### src/common/gidx_pkg.sv
// Group-index scheduler package with sizes and state encodings

package gidx_pkg;

  // Vector and slot geometry
  localparam int unsigned NUM_ROWS  = 8;
  localparam int unsigned NUM_SLOTS = 2;
  localparam int unsigned GID_W     = 3;
  localparam int unsigned ROW_W     = 3;
  localparam int unsigned SLOT_W    = 1;

  // Candidate list holds the cached slot indices first, then the vector entries
  localparam int unsigned CAND_NUM = NUM_SLOTS + NUM_ROWS;
  localparam int unsigned CAND_W   = $clog2(CAND_NUM);

  // Group record queue
  localparam int unsigned QUEUE_DEPTH = 4;
  localparam int unsigned QPTR_W      = $clog2(QUEUE_DEPTH);
  localparam int unsigned QCNT_W      = $clog2(QUEUE_DEPTH + 1);

  // Pending rows per slot, worst case every queued record on one slot
  localparam int unsigned CNT_W = $clog2(NUM_ROWS * QUEUE_DEPTH + 1);

  typedef enum logic [1:0] {
    IDLE,
    SCAN,
    ACK
  } ctrl_state_e;

  // Outcome of one lookahead step
  typedef enum logic [1:0] {
    SKIP,   // no unmatched row shares the candidate
    GROUP,  // a record is pushed
    STALL,  // queue full or no slot available
    LAST    // vector fully matched or list exhausted
  } scan_res_e;

endpackage

### src/gidx_sched/gidx_lookahead.sv
// Lookahead scanner that walks the candidate list and builds group match masks

module gidx_lookahead
  import gidx_pkg::*;
(
  input  logic                            clk_i,
  input  logic                            rst_ni,
  input  logic                            clear_i,
  input  logic                            scan_en_i,
  input  logic                            scan_start_i,
  input  logic [NUM_ROWS-1:0][GID_W-1:0]  vec_i,
  input  logic [NUM_SLOTS-1:0][GID_W-1:0] slot_gidx_i,
  input  logic [NUM_SLOTS-1:0]            slot_valid_i,
  input  logic                            queue_full_i,
  input  logic                            slot_ok_i,
  input  logic                            hit_i,
  output scan_res_e                       scan_res_o,
  output logic                            grp_push_o,
  output logic [GID_W-1:0]                grp_gidx_o,
  output logic [NUM_ROWS-1:0]             grp_mask_o,
  output logic                            grp_load_o
);

  logic [CAND_NUM-1:0][GID_W-1:0] cand;
  logic [CAND_W-1:0]              offset_d, offset_q;
  logic [NUM_ROWS-1:0]            unmatched_q, unmatched_next, match;
  logic                           cand_valid, has_match;
  logic                           stall, step, done;

  // Cached slot indices sit at the low end of the list
  assign cand = {vec_i, slot_gidx_i};

  assign cand_valid = (offset_q < CAND_W'(NUM_SLOTS)) ?
                      slot_valid_i[offset_q[SLOT_W-1:0]] : 1'b1;
  assign grp_gidx_o = cand[offset_q];

  always_comb begin
    for (int i = 0; i < NUM_ROWS; i++) begin
      match[i] = cand_valid && unmatched_q[i] && (vec_i[i] == grp_gidx_o);
    end
  end

  assign has_match      = |match;
  assign unmatched_next = unmatched_q & ~match;

  // A group needs both a queue entry and a scale slot
  assign stall = scan_en_i && has_match && (queue_full_i || !slot_ok_i);
  assign step  = scan_en_i && !stall;
  assign done  = step && ((offset_q == CAND_W'(CAND_NUM - 1)) || (unmatched_next == '0));

  assign grp_push_o = step && has_match;
  assign grp_mask_o = match;
  assign grp_load_o = !hit_i;

  always_comb begin
    if (!scan_en_i) begin
      scan_res_o = SKIP;
    end else if (stall) begin
      scan_res_o = STALL;
    end else if (done) begin
      scan_res_o = LAST;
    end else if (has_match) begin
      scan_res_o = GROUP;
    end else begin
      scan_res_o = SKIP;
    end
  end

  // Later vectors start at 0 so the cached indices are tried first
  always_comb begin
    offset_d = offset_q;
    if (step) begin
      offset_d = done ? '0 : offset_q + CAND_W'(1);
    end
  end

  always_ff @(posedge clk_i or negedge rst_ni) begin
    if (!rst_ni) begin
      offset_q    <= CAND_W'(NUM_SLOTS);
      unmatched_q <= '1;
    end else if (clear_i) begin
      offset_q    <= CAND_W'(NUM_SLOTS);
      unmatched_q <= '1;
    end else begin
      offset_q <= offset_d;
      if (scan_start_i) begin
        unmatched_q <= '1;
      end else if (step) begin
        unmatched_q <= unmatched_next;
      end
    end
  end

endmodule

### src/gidx_sched/gidx_order_queue.sv
// Group record queue that expands each record into ordered single-row outputs

module gidx_order_queue
  import gidx_pkg::*;
(
  input  logic                clk_i,
  input  logic                rst_ni,
  input  logic                clear_i,
  input  logic                grp_push_i,
  input  logic [GID_W-1:0]    grp_gidx_i,
  input  logic [NUM_ROWS-1:0] grp_mask_i,
  input  logic                grp_load_i,
  input  logic [SLOT_W-1:0]   grp_slot_i,
  output logic                queue_full_o,
  input  logic                out_ready_i,
  output logic                out_valid_o,
  output logic [GID_W-1:0]    out_gidx_o,
  output logic [ROW_W-1:0]    out_row_o,
  output logic [SLOT_W-1:0]   out_slot_o,
  output logic                out_load_o,
  output logic                row_done_o,
  output logic [SLOT_W-1:0]   row_slot_o
);

  logic [QUEUE_DEPTH-1:0][GID_W-1:0]    gidx_mem;
  logic [QUEUE_DEPTH-1:0][NUM_ROWS-1:0] mask_mem;
  logic [QUEUE_DEPTH-1:0]               load_mem;
  logic [QUEUE_DEPTH-1:0][SLOT_W-1:0]   slot_mem;

  logic [QPTR_W-1:0]   wr_ptr_q, rd_ptr_q;
  logic [QCNT_W-1:0]   count_q;
  logic [NUM_ROWS-1:0] order_q, remain, row_bit;
  logic                first_q, xfer, pop;

  always_ff @(posedge clk_i) begin
    if (grp_push_i) begin
      gidx_mem[wr_ptr_q] <= grp_gidx_i;
      mask_mem[wr_ptr_q] <= grp_mask_i;
      load_mem[wr_ptr_q] <= grp_load_i;
      slot_mem[wr_ptr_q] <= grp_slot_i;
    end
  end

  // Rows of the head record not yet sent
  assign remain = mask_mem[rd_ptr_q] & order_q;

  always_comb begin
    out_row_o = '0;
    for (int i = NUM_ROWS - 1; i >= 0; i--) begin
      if (remain[i]) begin
        out_row_o = ROW_W'(i);
      end
    end
  end

  assign row_bit      = NUM_ROWS'(1) << out_row_o;
  assign out_valid_o  = (count_q != '0);
  assign xfer         = out_valid_o && out_ready_i;
  assign pop          = xfer && ((remain & ~row_bit) == '0);
  assign queue_full_o = (count_q == QCNT_W'(QUEUE_DEPTH));

  always_ff @(posedge clk_i or negedge rst_ni) begin
    if (!rst_ni) begin
      wr_ptr_q <= '0;
      rd_ptr_q <= '0;
      count_q  <= '0;
      order_q  <= '1;
      first_q  <= 1'b1;
    end else if (clear_i) begin
      wr_ptr_q <= '0;
      rd_ptr_q <= '0;
      count_q  <= '0;
      order_q  <= '1;
      first_q  <= 1'b1;
    end else begin
      if (grp_push_i) begin
        wr_ptr_q <= wr_ptr_q + QPTR_W'(1);
      end
      if (pop) begin
        rd_ptr_q <= rd_ptr_q + QPTR_W'(1);
        order_q  <= '1;
        first_q  <= 1'b1;
      end else if (xfer) begin
        order_q <= order_q & ~row_bit;
        first_q <= 1'b0;
      end
      if (grp_push_i && !pop) begin
        count_q <= count_q + QCNT_W'(1);
      end else if (pop && !grp_push_i) begin
        count_q <= count_q - QCNT_W'(1);
      end
    end
  end

  assign out_gidx_o = gidx_mem[rd_ptr_q];
  assign out_slot_o = slot_mem[rd_ptr_q];
  // Scale fetch is requested once per record
  assign out_load_o = out_valid_o && first_q && load_mem[rd_ptr_q];
  assign row_done_o = xfer;
  assign row_slot_o = slot_mem[rd_ptr_q];

endmodule

### src/gidx_sched/gidx_slot_table.sv
// Scale slot table with presence lookup, slot allocation and pending-row counters

module gidx_slot_table
  import gidx_pkg::*;
(
  input  logic                            clk_i,
  input  logic                            rst_ni,
  input  logic                            clear_i,
  input  logic [GID_W-1:0]                cand_gidx_i,
  input  logic                            grp_push_i,
  input  logic [NUM_ROWS-1:0]             grp_mask_i,
  input  logic                            row_done_i,
  input  logic [SLOT_W-1:0]               row_slot_i,
  output logic [NUM_SLOTS-1:0][GID_W-1:0] slot_gidx_o,
  output logic [NUM_SLOTS-1:0]            slot_valid_o,
  output logic                            hit_o,
  output logic [SLOT_W-1:0]               slot_o,
  output logic                            slot_ok_o
);

  logic [NUM_SLOTS-1:0][GID_W-1:0] gidx_q;
  logic [NUM_SLOTS-1:0]            valid_q;
  logic [NUM_SLOTS-1:0][CNT_W-1:0] cnt_q;
  logic [SLOT_W-1:0]               hit_slot, inv_slot, idle_slot;
  logic                            inv_found, idle_found;
  logic [CNT_W-1:0]                grp_cnt;

  // Descending loops leave the lowest qualifying slot selected
  always_comb begin
    hit_o      = 1'b0;
    hit_slot   = '0;
    inv_found  = 1'b0;
    inv_slot   = '0;
    idle_found = 1'b0;
    idle_slot  = '0;
    for (int s = NUM_SLOTS - 1; s >= 0; s--) begin
      if (valid_q[s] && (gidx_q[s] == cand_gidx_i)) begin
        hit_o    = 1'b1;
        hit_slot = SLOT_W'(s);
      end
      if (!valid_q[s]) begin
        inv_found = 1'b1;
        inv_slot  = SLOT_W'(s);
      end
      if (cnt_q[s] == '0) begin
        idle_found = 1'b1;
        idle_slot  = SLOT_W'(s);
      end
    end
  end

  assign slot_o    = hit_o ? hit_slot : (inv_found ? inv_slot : idle_slot);
  assign slot_ok_o = hit_o || inv_found || idle_found;

  // Number of rows carried by the pushed record
  always_comb begin
    grp_cnt = '0;
    for (int i = 0; i < NUM_ROWS; i++) begin
      grp_cnt = grp_cnt + CNT_W'(grp_mask_i[i]);
    end
  end

  always_ff @(posedge clk_i or negedge rst_ni) begin
    if (!rst_ni) begin
      gidx_q  <= '0;
      valid_q <= '0;
      cnt_q   <= '0;
    end else if (clear_i) begin
      gidx_q  <= '0;
      valid_q <= '0;
      cnt_q   <= '0;
    end else begin
      for (int s = 0; s < NUM_SLOTS; s++) begin
        if (grp_push_i && (slot_o == SLOT_W'(s))) begin
          if (hit_o) begin
            cnt_q[s] <= cnt_q[s] + grp_cnt -
                        CNT_W'(row_done_i && (row_slot_i == SLOT_W'(s)));
          end else begin
            // A reallocated slot has no rows left in flight
            gidx_q[s]  <= cand_gidx_i;
            valid_q[s] <= 1'b1;
            cnt_q[s]   <= grp_cnt;
          end
        end else if (row_done_i && (row_slot_i == SLOT_W'(s))) begin
          cnt_q[s] <= cnt_q[s] - CNT_W'(1);
        end
      end
    end
  end

  assign slot_gidx_o  = gidx_q;
  assign slot_valid_o = valid_q;

endmodule

### src/verilog/gidx_ctrl.sv
// Scheduler controller running the four-phase vector handshake and the scan sequence

module gidx_ctrl
  import gidx_pkg::*;
(
  input  logic                           clk_i,
  input  logic                           rst_ni,
  input  logic                           clear_i,
  input  logic                           vec_req_i,
  input  logic [NUM_ROWS-1:0][GID_W-1:0] vec_gidx_i,
  output logic                           vec_ack_o,
  input  scan_res_e                      scan_res_i,
  output logic                           scan_en_o,
  output logic                           scan_start_o,
  output logic [NUM_ROWS-1:0][GID_W-1:0] vec_q_o
);

  ctrl_state_e state_d, state_q;
  logic [NUM_ROWS-1:0][GID_W-1:0] vec_q;

  always_comb begin
    state_d = state_q;
    unique case (state_q)
      IDLE: begin
        if (vec_req_i) begin
          state_d = SCAN;
        end
      end
      SCAN: begin
        if (scan_res_i == LAST) begin
          state_d = ACK;
        end
      end
      ACK: begin
        // Hold the acknowledge until the caller drops its request
        if (!vec_req_i) begin
          state_d = IDLE;
        end
      end
      default: state_d = IDLE;
    endcase
  end

  always_ff @(posedge clk_i or negedge rst_ni) begin
    if (!rst_ni) begin
      state_q <= IDLE;
    end else if (clear_i) begin
      state_q <= IDLE;
    end else begin
      state_q <= state_d;
    end
  end

  // Vector is captured on the same edge that resets the scanner mask
  always_ff @(posedge clk_i) begin
    if (scan_start_o) begin
      vec_q <= vec_gidx_i;
    end
  end

  assign scan_start_o = (state_q == IDLE) && vec_req_i;
  assign scan_en_o    = (state_q == SCAN);
  assign vec_ack_o    = (state_q == ACK);
  assign vec_q_o      = vec_q;

endmodule

### src/verilog/gidx_sched_top.sv
// Group-index scheduler top level joining the controller and the datapath blocks

module gidx_sched_top
  import gidx_pkg::*;
(
  input  logic                           clk_i,
  input  logic                           rst_ni,
  input  logic                           clear_i,
  input  logic                           vec_req_i,
  input  logic [NUM_ROWS-1:0][GID_W-1:0] vec_gidx_i,
  output logic                           vec_ack_o,
  input  logic                           out_ready_i,
  output logic                           out_valid_o,
  output logic [GID_W-1:0]               out_gidx_o,
  output logic [ROW_W-1:0]               out_row_o,
  output logic [SLOT_W-1:0]              out_slot_o,
  output logic                           out_load_o
);

  scan_res_e                       scan_res;
  logic                            scan_en, scan_start;
  logic [NUM_ROWS-1:0][GID_W-1:0]  vec_q;
  logic [NUM_SLOTS-1:0][GID_W-1:0] slot_gidx;
  logic [NUM_SLOTS-1:0]            slot_valid;
  logic                            hit, slot_ok, queue_full;
  logic [SLOT_W-1:0]               slot, row_slot;
  logic                            grp_push, grp_load, row_done;
  logic [GID_W-1:0]                grp_gidx;
  logic [NUM_ROWS-1:0]             grp_mask;

  gidx_ctrl i_ctrl (
    .clk_i, .rst_ni, .clear_i, .vec_req_i, .vec_gidx_i, .vec_ack_o,
    .scan_res_i   (scan_res),
    .scan_en_o    (scan_en),
    .scan_start_o (scan_start),
    .vec_q_o      (vec_q)
  );

  gidx_lookahead i_lookahead (
    .clk_i, .rst_ni, .clear_i,
    .scan_en_i    (scan_en),
    .scan_start_i (scan_start),
    .vec_i        (vec_q),
    .slot_gidx_i  (slot_gidx),
    .slot_valid_i (slot_valid),
    .queue_full_i (queue_full),
    .slot_ok_i    (slot_ok),
    .hit_i        (hit),
    .scan_res_o   (scan_res),
    .grp_push_o   (grp_push),
    .grp_gidx_o   (grp_gidx),
    .grp_mask_o   (grp_mask),
    .grp_load_o   (grp_load)
  );

  gidx_slot_table i_slot_table (
    .clk_i, .rst_ni, .clear_i,
    .cand_gidx_i  (grp_gidx),
    .grp_push_i   (grp_push),
    .grp_mask_i   (grp_mask),
    .row_done_i   (row_done),
    .row_slot_i   (row_slot),
    .slot_gidx_o  (slot_gidx),
    .slot_valid_o (slot_valid),
    .hit_o        (hit),
    .slot_o       (slot),
    .slot_ok_o    (slot_ok)
  );

  gidx_order_queue i_order_queue (
    .clk_i, .rst_ni, .clear_i,
    .grp_push_i   (grp_push),
    .grp_gidx_i   (grp_gidx),
    .grp_mask_i   (grp_mask),
    .grp_load_i   (grp_load),
    .grp_slot_i   (slot),
    .queue_full_o (queue_full),
    .out_ready_i, .out_valid_o, .out_gidx_o, .out_row_o, .out_slot_o, .out_load_o,
    .row_done_o   (row_done),
    .row_slot_o   (row_slot)
  );

endmodule
### config.mk
export PLATFORM = sky130hd
export DESIGN_NAME = gidx_sched_top
export DESIGN_NICKNAME = d
export VERILOG_FILES = /design/src/common/gidx_pkg.sv /design/src/gidx_sched/gidx_lookahead.sv /design/src/gidx_sched/gidx_order_queue.sv /design/src/gidx_sched/gidx_slot_table.sv /design/src/verilog/gidx_ctrl.sv /design/src/verilog/gidx_sched_top.sv
export SDC_FILE = /design/constraint.sdc
export NUM_CORES = 1
export LEC_CHECK = 0
export BUFFER_PORTS_ARGS = -buffer_cell sky130_fd_sc_hd__buf_4
export CORE_ASPECT_RATIO = 1.1
export CORE_MARGIN = 2
export CORE_UTILIZATION = 50
export CTS_BUF_LIST = sky130_fd_sc_hd__clkbuf_8
export CTS_CLUSTER_DIAMETER = 30
export DETAILED_ROUTE_END_ITERATION = 6
export PLACE_DENSITY = 0.7
export SETUP_SLACK_MARGIN = 0.4
export SLEW_MARGIN = 30
export SYNTH_ARGS = -nofsm -noshare
export SYNTH_HDL_FRONTEND = slang
export SYNTH_SLANG_ARGS = --single-unit
### constraint.sdc
create_clock -name clk_i -period 5.5 [get_ports clk_i]
set_input_delay 1.65 -clock clk_i [delete_from_list [all_inputs] [get_ports clk_i]]
set_output_delay 1.65 -clock clk_i [all_outputs]
set_load 0.005 [all_outputs]
==> impl_results.md, run 1 <==
* Clock-pin slew of the registers on the worst-case setup and hold paths at 0.08 ns
* Transition time at the pin with the least slew margin at roughly 0.95 ns
* Cell types occupying the most area after synthesis: edfxtp_1, dfrtp_1, dfstp_2
* Worst Path Buf+Inv at 6
* Synth Area per Inst at about 12 sq um
* Post-synthesis cell count at 630
* Remaining global-route overflow at 0
* Depth of the worst register-to-register path at 26
* Number of global-route vias before repair at about 5400
* WS Path Type: reg -> reg
* Total of fill cells in the finished design at 1169
* Number of setup violations in the final report at 6
* First DRT Iteration DRCs at between 300 and 400
* Register bit count reported by yosys at roughly 130
* Max Fclk at about 170 MHz
* Category of the worst setup path capture point: register
* Initial antenna violation count at 0
* Least setup slack across all paths after layout at -0.216 ns
* Horizontal extent of the die at 120 um
* Setup repair after global routing missed its margin: true
* Worst setup skew after layout at approximately 0.017 ns
* TritonCTS clock tree: done
* Power per Cell Area at roughly 430 nW/um^2
* Buffer depth of the longest clock path at 2
* Distinct cell type count of the synthesized netlist at just under 80
* Area of the die at ~16000 sq um
* Arrival time at the worst endpoint at between 6 and 7 ns
* Number of nets produced by synthesis at 698
* Routability congestion estimate from global placement at 0.846
* Number of nets in the final layout at 794
* Largest delay contributor family on the critical path: adder cells
* Number of rows in the core area at 46
* Stages on the worst setup path at 26
* Area growth syn-to-layout at 18.3%
* Status: finished with violations
* Number of warnings reported in the yosys synthesis log at 0
* Portion of the clock cycle consumed by the worst path in the final layout at 104%
* TritonCTS Buffers at 17
* Power share of the combinational group at 48.4%
* Detailed-route DRC error count at 0
* Post-synth top area share at a little under a third
* Register area at roughly 3600 sq um
* Total vias in the final route at between 5000 and 6000
* Initial core utilization at about half
* Shortest clock period the worst path allows after layout at between 5 and 6 ns
* Sw Share at a little under two fifths
* Peak supply drop at ~0.17 mV
* Leading register cell type out of synthesis: edfxtp_1
* Wirelength, routed at approximately 16000 um
* Failing checks: negative setup slack
* Cell at the root of the clock tree: clkbuf_8
* Critical-path maximum fanout at 13
* Crit-path max cell delay at slightly below 0.6 ns
* Nature of the critical path startpoint: register
* Part of the total power dissipated in sequential elements at 32.5%
* Most numerous cell in the Yosys netlist: edfxtp_1
* Cell leakage power at 3.51 nW
* Sw power at between 1 and 1.5 mW
* Combined area of the multi-input logic cells at between 3000 and 4000 sq um
* Iteration count of the initial detailed-routing pass at 4
* Final hold viol count at 0
* Post-synth top cells: edfxtp_1, inv_1, nand2_1
* Ratio of routed vias to standard cells at roughly 5.6
* Total global-route track usage at 22.2%
* Largest net degree at the start of global routing at just over 50
* Cell area after technology mapping at ~7400 sq um
* Slowest cell on the critical path: fa_2
* Hold Buf Count CTS at 0
* Number of primary I/O pins at 39
* Worst hold path class: reg -> reg
* Max-slew headroom at a little under two fifths
* Clk_lat worst skew at around 0.46 ns
* Sinks on the clock net at between 100 and 150
* Count of antenna-violating nets left after detailed routing at 0
* Count of input and output buffers at 38
* Internal at between 2 and 2.5 mW
* Overall Power at 3.73 mW
* Area of the core at roughly 14000 sq um
* Wire per inst at approximately 18 um
* Chip Height at 131 um
* Tightest hold margin at 0.474 ns
* Proportion of register bits with asynchronous set or reset after synthesis at just under 40%
* Global-route wire length before repair at 27400 um
* Proportion of synthesized chip area in sequential cells at roughly half
* HPWL Detailed at around 12000 um
* Antenna diode instance count at 0
* Share of post-route cells with drive strength above 1 at a little under a third
* CP required at between 5 and 6 ns
* Power share of the clock group at about a fifth
* H-tree depth at 4
* Total count of max-transition violations in the final report at 0
* Count of max-cap constraint violations at 0
* Library cell occupying the most area in the post-synthesis netlist: edfxtp_1
* Number of cells on the worst hold path at 2
* EDFF count, synth at 76
-- flip-flops by register name (all words and copies together) (netlist names), 3 cells and up --
| name | cells |
|---|---|
| i_order_queue.mask_mem | 32 |
| i_order_queue.count_q | 3 |
| i_order_queue.slot_mem | 4 |
| i_order_queue.order_q | 8 |
| i_lookahead.offset_q | 4 |
| i_slot_table.cnt_q | 12 |
| i_order_queue.load_mem | 4 |
| i_ctrl.vec_q_o | 24 |
| i_order_queue.gidx_mem | 12 |
| i_lookahead.unmatched_q | 8 |
| i_slot_table.slot_gidx_o | 6 |
-- layer usage --
layer / share of wire, % / vias to the layer above / track usage, %
met5: 0 / - / 0
met3: 3.5 / 38 / 4.30
met4: 2.7 / 0 / 10.5
met2: 52 / 129 / 37.4
met1: 42 / 2562 / 27.5
li1: - / 2492 / -
-- metrics by stage --
stage                     cell area, sq um  TNS [ns]  util [%]  cells  setup WS [ns]
after CTS                             8680    -0.713      60.3    930         -0.191
final                                 8710    -0.760      60.6    931         -0.216
after detailed placement              8280     -2.06      57.6    897         -0.370
after floorplan                       7450     -1.38         -    630         -0.320
after global routing                  8710     -2.50      60.6    931         -0.448
after global placement                8280     -1.64      57.5    896         -0.299
-- final timing paths --
check | start | endpoint | slack [ns]
max | i_lookahead.offset_q[0]$_DFFE_PN0P_ | i_slot_table.cnt_q[11]$_DFFE_PN0P_ | -0.22
min | i_order_queue.first_q$_DFFE_PN1P_ | i_order_queue.first_q$_DFFE_PN1P_ | 0.47
max reg2reg | i_lookahead.offset_q[0]$_DFFE_PN0P_ | i_slot_table.cnt_q[11]$_DFFE_PN0P_ | -0.22
min reg2reg | i_order_queue.first_q$_DFFE_PN1P_ | i_order_queue.first_q$_DFFE_PN1P_ | 0.47
max in group asynchronous | rst_ni | i_slot_table.cnt_q[4]$_DFFE_PN0P_ | 3.77
min in group asynchronous | rst_ni | i_order_queue.rd_ptr_q[1]$_DFFE_PN0P_ | 1.24
-- cell type report --
type	instances	share of cell area, %
multi-input combinational	428	41.3
timing repair buffer	101	8.89
inverter	52	2.24
clock buffer	18	2.84
clock inverter	14	1.12
tap	192	2.76
sequential	126	40.8
-- layout by cell type (no fill, tap or decap), types with 6 or more instances in the layout --
| cell type | instances |
|---|---|
| o21ai_0 | 16 |
| a21oi_2 | 7 |
| dfrtp_1 | 32 |
| mux4_2 | 12 |
| mux2i_1 | 24 |
| xnor2_1 | 24 |
| and2_1 | 10 |
| nor2b_1 | 9 |
| a211oi_1 | 7 |
| clkbuf_8 | 18 |
| a311oi_1 | 6 |
| xor2_1 | 20 |
| dfstp_2 | 18 |
| a21o_1 | 6 |
| nand3_1 | 13 |
| buf_4 | 99 |
| nand2_1 | 47 |
| a21oi_1 | 20 |
| ha_1 | 29 |
| nor2_1 | 44 |
| inv_1 | 49 |
| edfxtp_1 | 76 |
| o31ai_1 | 11 |
-- power by group through the flow --
stage	sequential, mW	clock (mW)	combinational [mW]
4_1_cts	1.21	0.729	1.80
3_3_place_gp	1.22	0	1.70
2_1_floorplan	1.21	0	1.29
5_1_grt	1.23	0.771	2.01
6_report	1.21	0.713	1.81
3_5_place_dp	1.23	0	1.77
-- worst register-to-register path, stage by stage, from the launching register on --
cell      delay, ns
dfrtp_1        0.40
buf_12         0.19
mux2i_4        0.27
a22oi_1        0.12
buf_4          0.16
a21oi_4        0.18
buf_4          0.13
xor2_1         0.13
nand4_1        0.15
inv_1          0.08
nand2_1        0.10
ha_4           0.28
inv_2          0.03
fa_1           0.52
fa_1           0.45
fa_2           0.37
fa_2           0.59
ha_1           0.25
inv_2          0.09
ha_4           0.19
a21o_1         0.18
a21oi_2        0.14
o21bai_1       0.09
a21oi_1        0.16
xnor2_1        0.10
o21a_1         0.17
nor3_1         0.12
-- cells by family after synthesis --
family	count (synthesis)	share of synthesized area [%]
muxes	44	8.07
xor gates and xnor gates	47	5.69
adders and majority gates	40	7.48
DFF	126	48.3
buffers and inverters	76	5.00
and+or+nand+nor	177	13.0
AOI/OAI and AO/OA	120	12.5
-- what timing repair did --
item / in CTS / in global routing
pin swaps: 6 / 2
setup buffers: 1 / 0
resized for setup: 9 / 6
endpoints found under the setup margin: 10 / 10
(Power assumes the default switching activity.)
==> run 2, diff against run 1 <==
Settings changed: ABC_AREA set to 1.
==> impl_results.md, run 2 <==
* Number of nets produced by synthesis at 986 (+41%)
* Cell at the root of the clock tree: clkbuf_8
* Transition time at the pin with the least slew margin at 0.913 ns (-0.0338 ns)
* Worst setup skew after layout at 0.00840 ns (-0.00897 ns)
* Cell area after technology mapping at 7610 sq um (+3.4%)
* Post-synthesis cell count at 918 (+46%)
* Count of antenna-violating nets left after detailed routing at 0 (unchanged)
* Number of rows in the core area at 47 (+2.2%)
* CP required at 5.84 ns (-0.04 ns)
* Worst hold path class: reg -> reg
* Share of post-route cells with drive strength above 1 at 21.3% (-8.7 points)
* Clk_lat worst skew at 0.45 ns (about the same)
* Routability congestion estimate from global placement at 0.942 (+11%)
* Buffer depth of the longest clock path at 2 (unchanged)
* Placed insts at 1159 (+29%)
* HPWL Detailed at 13000 um (+7.6%)
* Distinct cell type count of the synthesized netlist at 47 (-41%)
* Slowest cell on the critical path: dfstp_2
* Portion of the clock cycle consumed by the worst path in the final layout at 98.7% (-5.2 points)
* Category of the worst setup path capture point: register
* Max-slew headroom at 39.0% (+2.2 points)
* Proportion of synthesized chip area in sequential cells at 46.7% (-1.6 points)
* Number of primary I/O pins at 39 (unchanged)
* Initial antenna violation count at 0 (unchanged)
* Chip Height at 133 um (+1.6%)
* Proportion of register bits with asynchronous set or reset after synthesis at 39.7% (unchanged)
* Post-synth top area share at 30.0% (-1.0 points)
* Horizontal extent of the die at 122 um (+1.6%)
* Remaining global-route overflow at 0 (unchanged)
* Number of flip-flops under the largest register name at 32 (unchanged)
* Total global-route track usage at 23.5% (+1.3 points)
* Most numerous cell in the Yosys netlist: nand2_1
* Total of fill cells in the finished design at 1340 (+15%)
* Number of setup violations in the final report at 0 (-6)
* Area of the die at 16200 sq um (+3.3%)
* Crit-path max cell delay at 0.57 ns (-0.02 ns)
* EDFF count, synth at 76 (unchanged)
* Power per Cell Area at 655 nW/um^2 (+53%)
* Detailed-route DRC error count at 0 (unchanged)
* Count of non-filler cells in the finished layout at 1209 (+30%)
* Number of nets in the final layout at 1068 (+35%)
* Setup repair after global routing missed its margin: true
* Library cell occupying the most area in the post-synthesis netlist: edfxtp_1
* Sinks on the clock net at 126 (unchanged)
* Largest register by flop count: i_order_queue.mask_mem
* Final hold viol count at 0 (unchanged)
* Max Fclk at 184 MHz (+5.3%)
* Worst-case setup slack after placement at -0.0211 ns (+0.349 ns)
* Most common cell after layout, fill and taps aside: nand2_1
* TritonCTS clock tree: done
* Iteration count of the initial detailed-routing pass at 5 (+1)
* WS Path Type: reg -> reg
* Leading register cell type out of synthesis: edfxtp_1
* Commonest cells after routing, fill and taps aside: nand2_1, inv_1, edfxtp_1, buf_4, nor2_1
* Initial core utilization at 50.8% (-0.41 points)
* Total vias in the final route at 6378 (+22%)
* Arrival time at the worst endpoint at 5.77 ns (-0.32 ns)
* Synth Area per Inst at 8.29 sq um (-29%)
* Hold Buf Count CTS at 0 (unchanged)
* Cell leakage power at 4.37 nW (+24%)
* Final Instance Area at 9050 sq um (+3.9%)
* TritonCTS Buffers at 17 (unchanged)
* Peak supply drop at 0.362 mV (+110%)
* Antenna diode instance count at 0 (unchanged)
* Shortest clock period the worst path allows after layout at 5.43 ns (-0.285 ns)
* Number of warnings reported in the yosys synthesis log at 0 (unchanged)
* Cell types occupying the most area after synthesis: edfxtp_1, nand2_1, dfrtp_1
* Total count of max-transition violations in the final report at 0 (unchanged)
* Nature of the critical path startpoint: register
* Least setup slack across all paths after layout at 0.0696 ns (+0.285 ns)
* Count of max-cap constraint violations at 0 (unchanged)
* Wire per inst at 15.3 um (-13%)
* Ratio of routed vias to standard cells at 5.28 (-5.9%)
* Area of the core at 15000 sq um (+4.2%)
* Tightest hold margin at 0.472 ns (-0.00123 ns)
* Post-synth top cells: nand2_1, inv_1, edfxtp_1
* Critical-path maximum fanout at 8 (-5)
* Number of global-route vias before repair at 6145 (+13%)
* Area growth syn-to-layout at 18.9%
* H-tree depth at 4 (unchanged)
* Largest net degree at the start of global routing at 51 (unchanged)
* Global-route wire length before repair at 29800 um (+8.8%)
* Register bit count reported by yosys at 126 (unchanged)
* Status: finished, final reports clean
* Wirelength, routed at 18500 um (+13%)
* First DRT Iteration DRCs at 483 (+29%)
* Count of input and output buffers at 38 (unchanged)
* Clock-pin slew of the registers on the worst-case setup and hold paths at 0.08 ns (about the same)
* Placement Cell Area at 8220 sq um (-0.76%)
-- run 2: metal layers --
layer / up-vias / global-route usage (%) / routed length (um)
met5: - / 0 / 0
met4: 0 / 9.51 / 485
met1: 3003 / 29.3 / 8000
met2: 204 / 40.3 / 9220
li1: 3133 / - / -
met3: 38 / 4.49 / 806
-- run 2: layout make-up --
class / count / area [sq um] / share of cell area, %
Sequential cell: 126 / 3560 / 39.3
Tap cell: 196 / 245 / 2.71
Inverter: 147 / 572 / 6.31
Clock inverter: 15 / 218 / 2.40
Clock buffer: 17 / 234 / 2.58
Timing Repair Buffer: 83 / 663 / 7.32
Multi-Input combinational cell: 625 / 3560 / 39.4
-- run 2: worst paths after layout --
kind	slack, ns	cells after the start	to	startpoint
worst max-delay path	0.07	29	i_slot_table.cnt_q[10]$_DFFE_PN0P_	i_lookahead.offset_q[1]$_DFFE_PN1P_
worst min-delay path	0.47	2	i_order_queue.first_q$_DFFE_PN1P_	i_order_queue.first_q$_DFFE_PN1P_
worst max register to register	0.07	29	i_slot_table.cnt_q[10]$_DFFE_PN0P_	i_lookahead.offset_q[1]$_DFFE_PN1P_
worst min register to register	0.47	2	i_order_queue.first_q$_DFFE_PN1P_	i_order_queue.first_q$_DFFE_PN1P_
max in group asynchronous	3.76	1	i_lookahead.offset_q[2]$_DFFE_PN0P_	rst_ni
min in group asynchronous	1.24	1	i_slot_table.cnt_q[3]$_DFFE_PN0P_	rst_ni
-- run 2: cell families (layout without fill, tap and decap cells) --
logic type | after synthesis | in the layout | share of synthesized area [%]
AND/OR/NAND/NOR | 449 | 449 | 25.8
XOR/XNOR | 18 | 18 | 2.17
flip-flops | 126 | 126 | 46.7
AO/OA/AOI/OAI | 119 | 119 | 8.83
buffers and inverters | 167 | 262 | 9.38
adder cells (fa/ha/maj) | 39 | 39 | 7.10
-- run 2: what timing repair did --
action | in CTS | in global routing
cloned | 0 | 0
resized for setup | 23 | 51
pin swaps | 15 | 19
setup endpoints to repair | 10 | 10
setup buffers | 13 | 5
-- run 2: report_power, final --
| part | total, mW | switching, mW | internal [mW] | leakage, nW |
|---|---|---|---|---|
| logic | 3.64 | 2.10 | 1.54 | 2.83 |
| clock network | 0.924 | 0.386 | 0.538 | 0.223 |
| registers | 1.37 | 0.0992 | 1.27 | 1.31 |
| total | 5.93 | 2.59 | 3.35 | 4.37 |
-- run 2: per-stage QoR --
stage	TNS, ns	power, mW	util (%)
after global placement	0	4.15	54.8
after CTS	0	5.43	59.0
after floorplan	0	3.50	-
final	0	5.93	60.4
after global routing	-0.823	6.41	60.4
after detailed placement	-0.0211	4.20	54.8
-- run 2: worst max-delay path: cells and delay by family, from the launching register on --
| kind | cells | cell delay, ns |
|---|---|---|
| buf+inv | 6 | 0.44 |
| simple gates | 11 | 0.98 |
| compound gates | 5 | 0.49 |
| flops | 1 | 0.57 |
| fa+ha+maj | 7 | 2.81 |
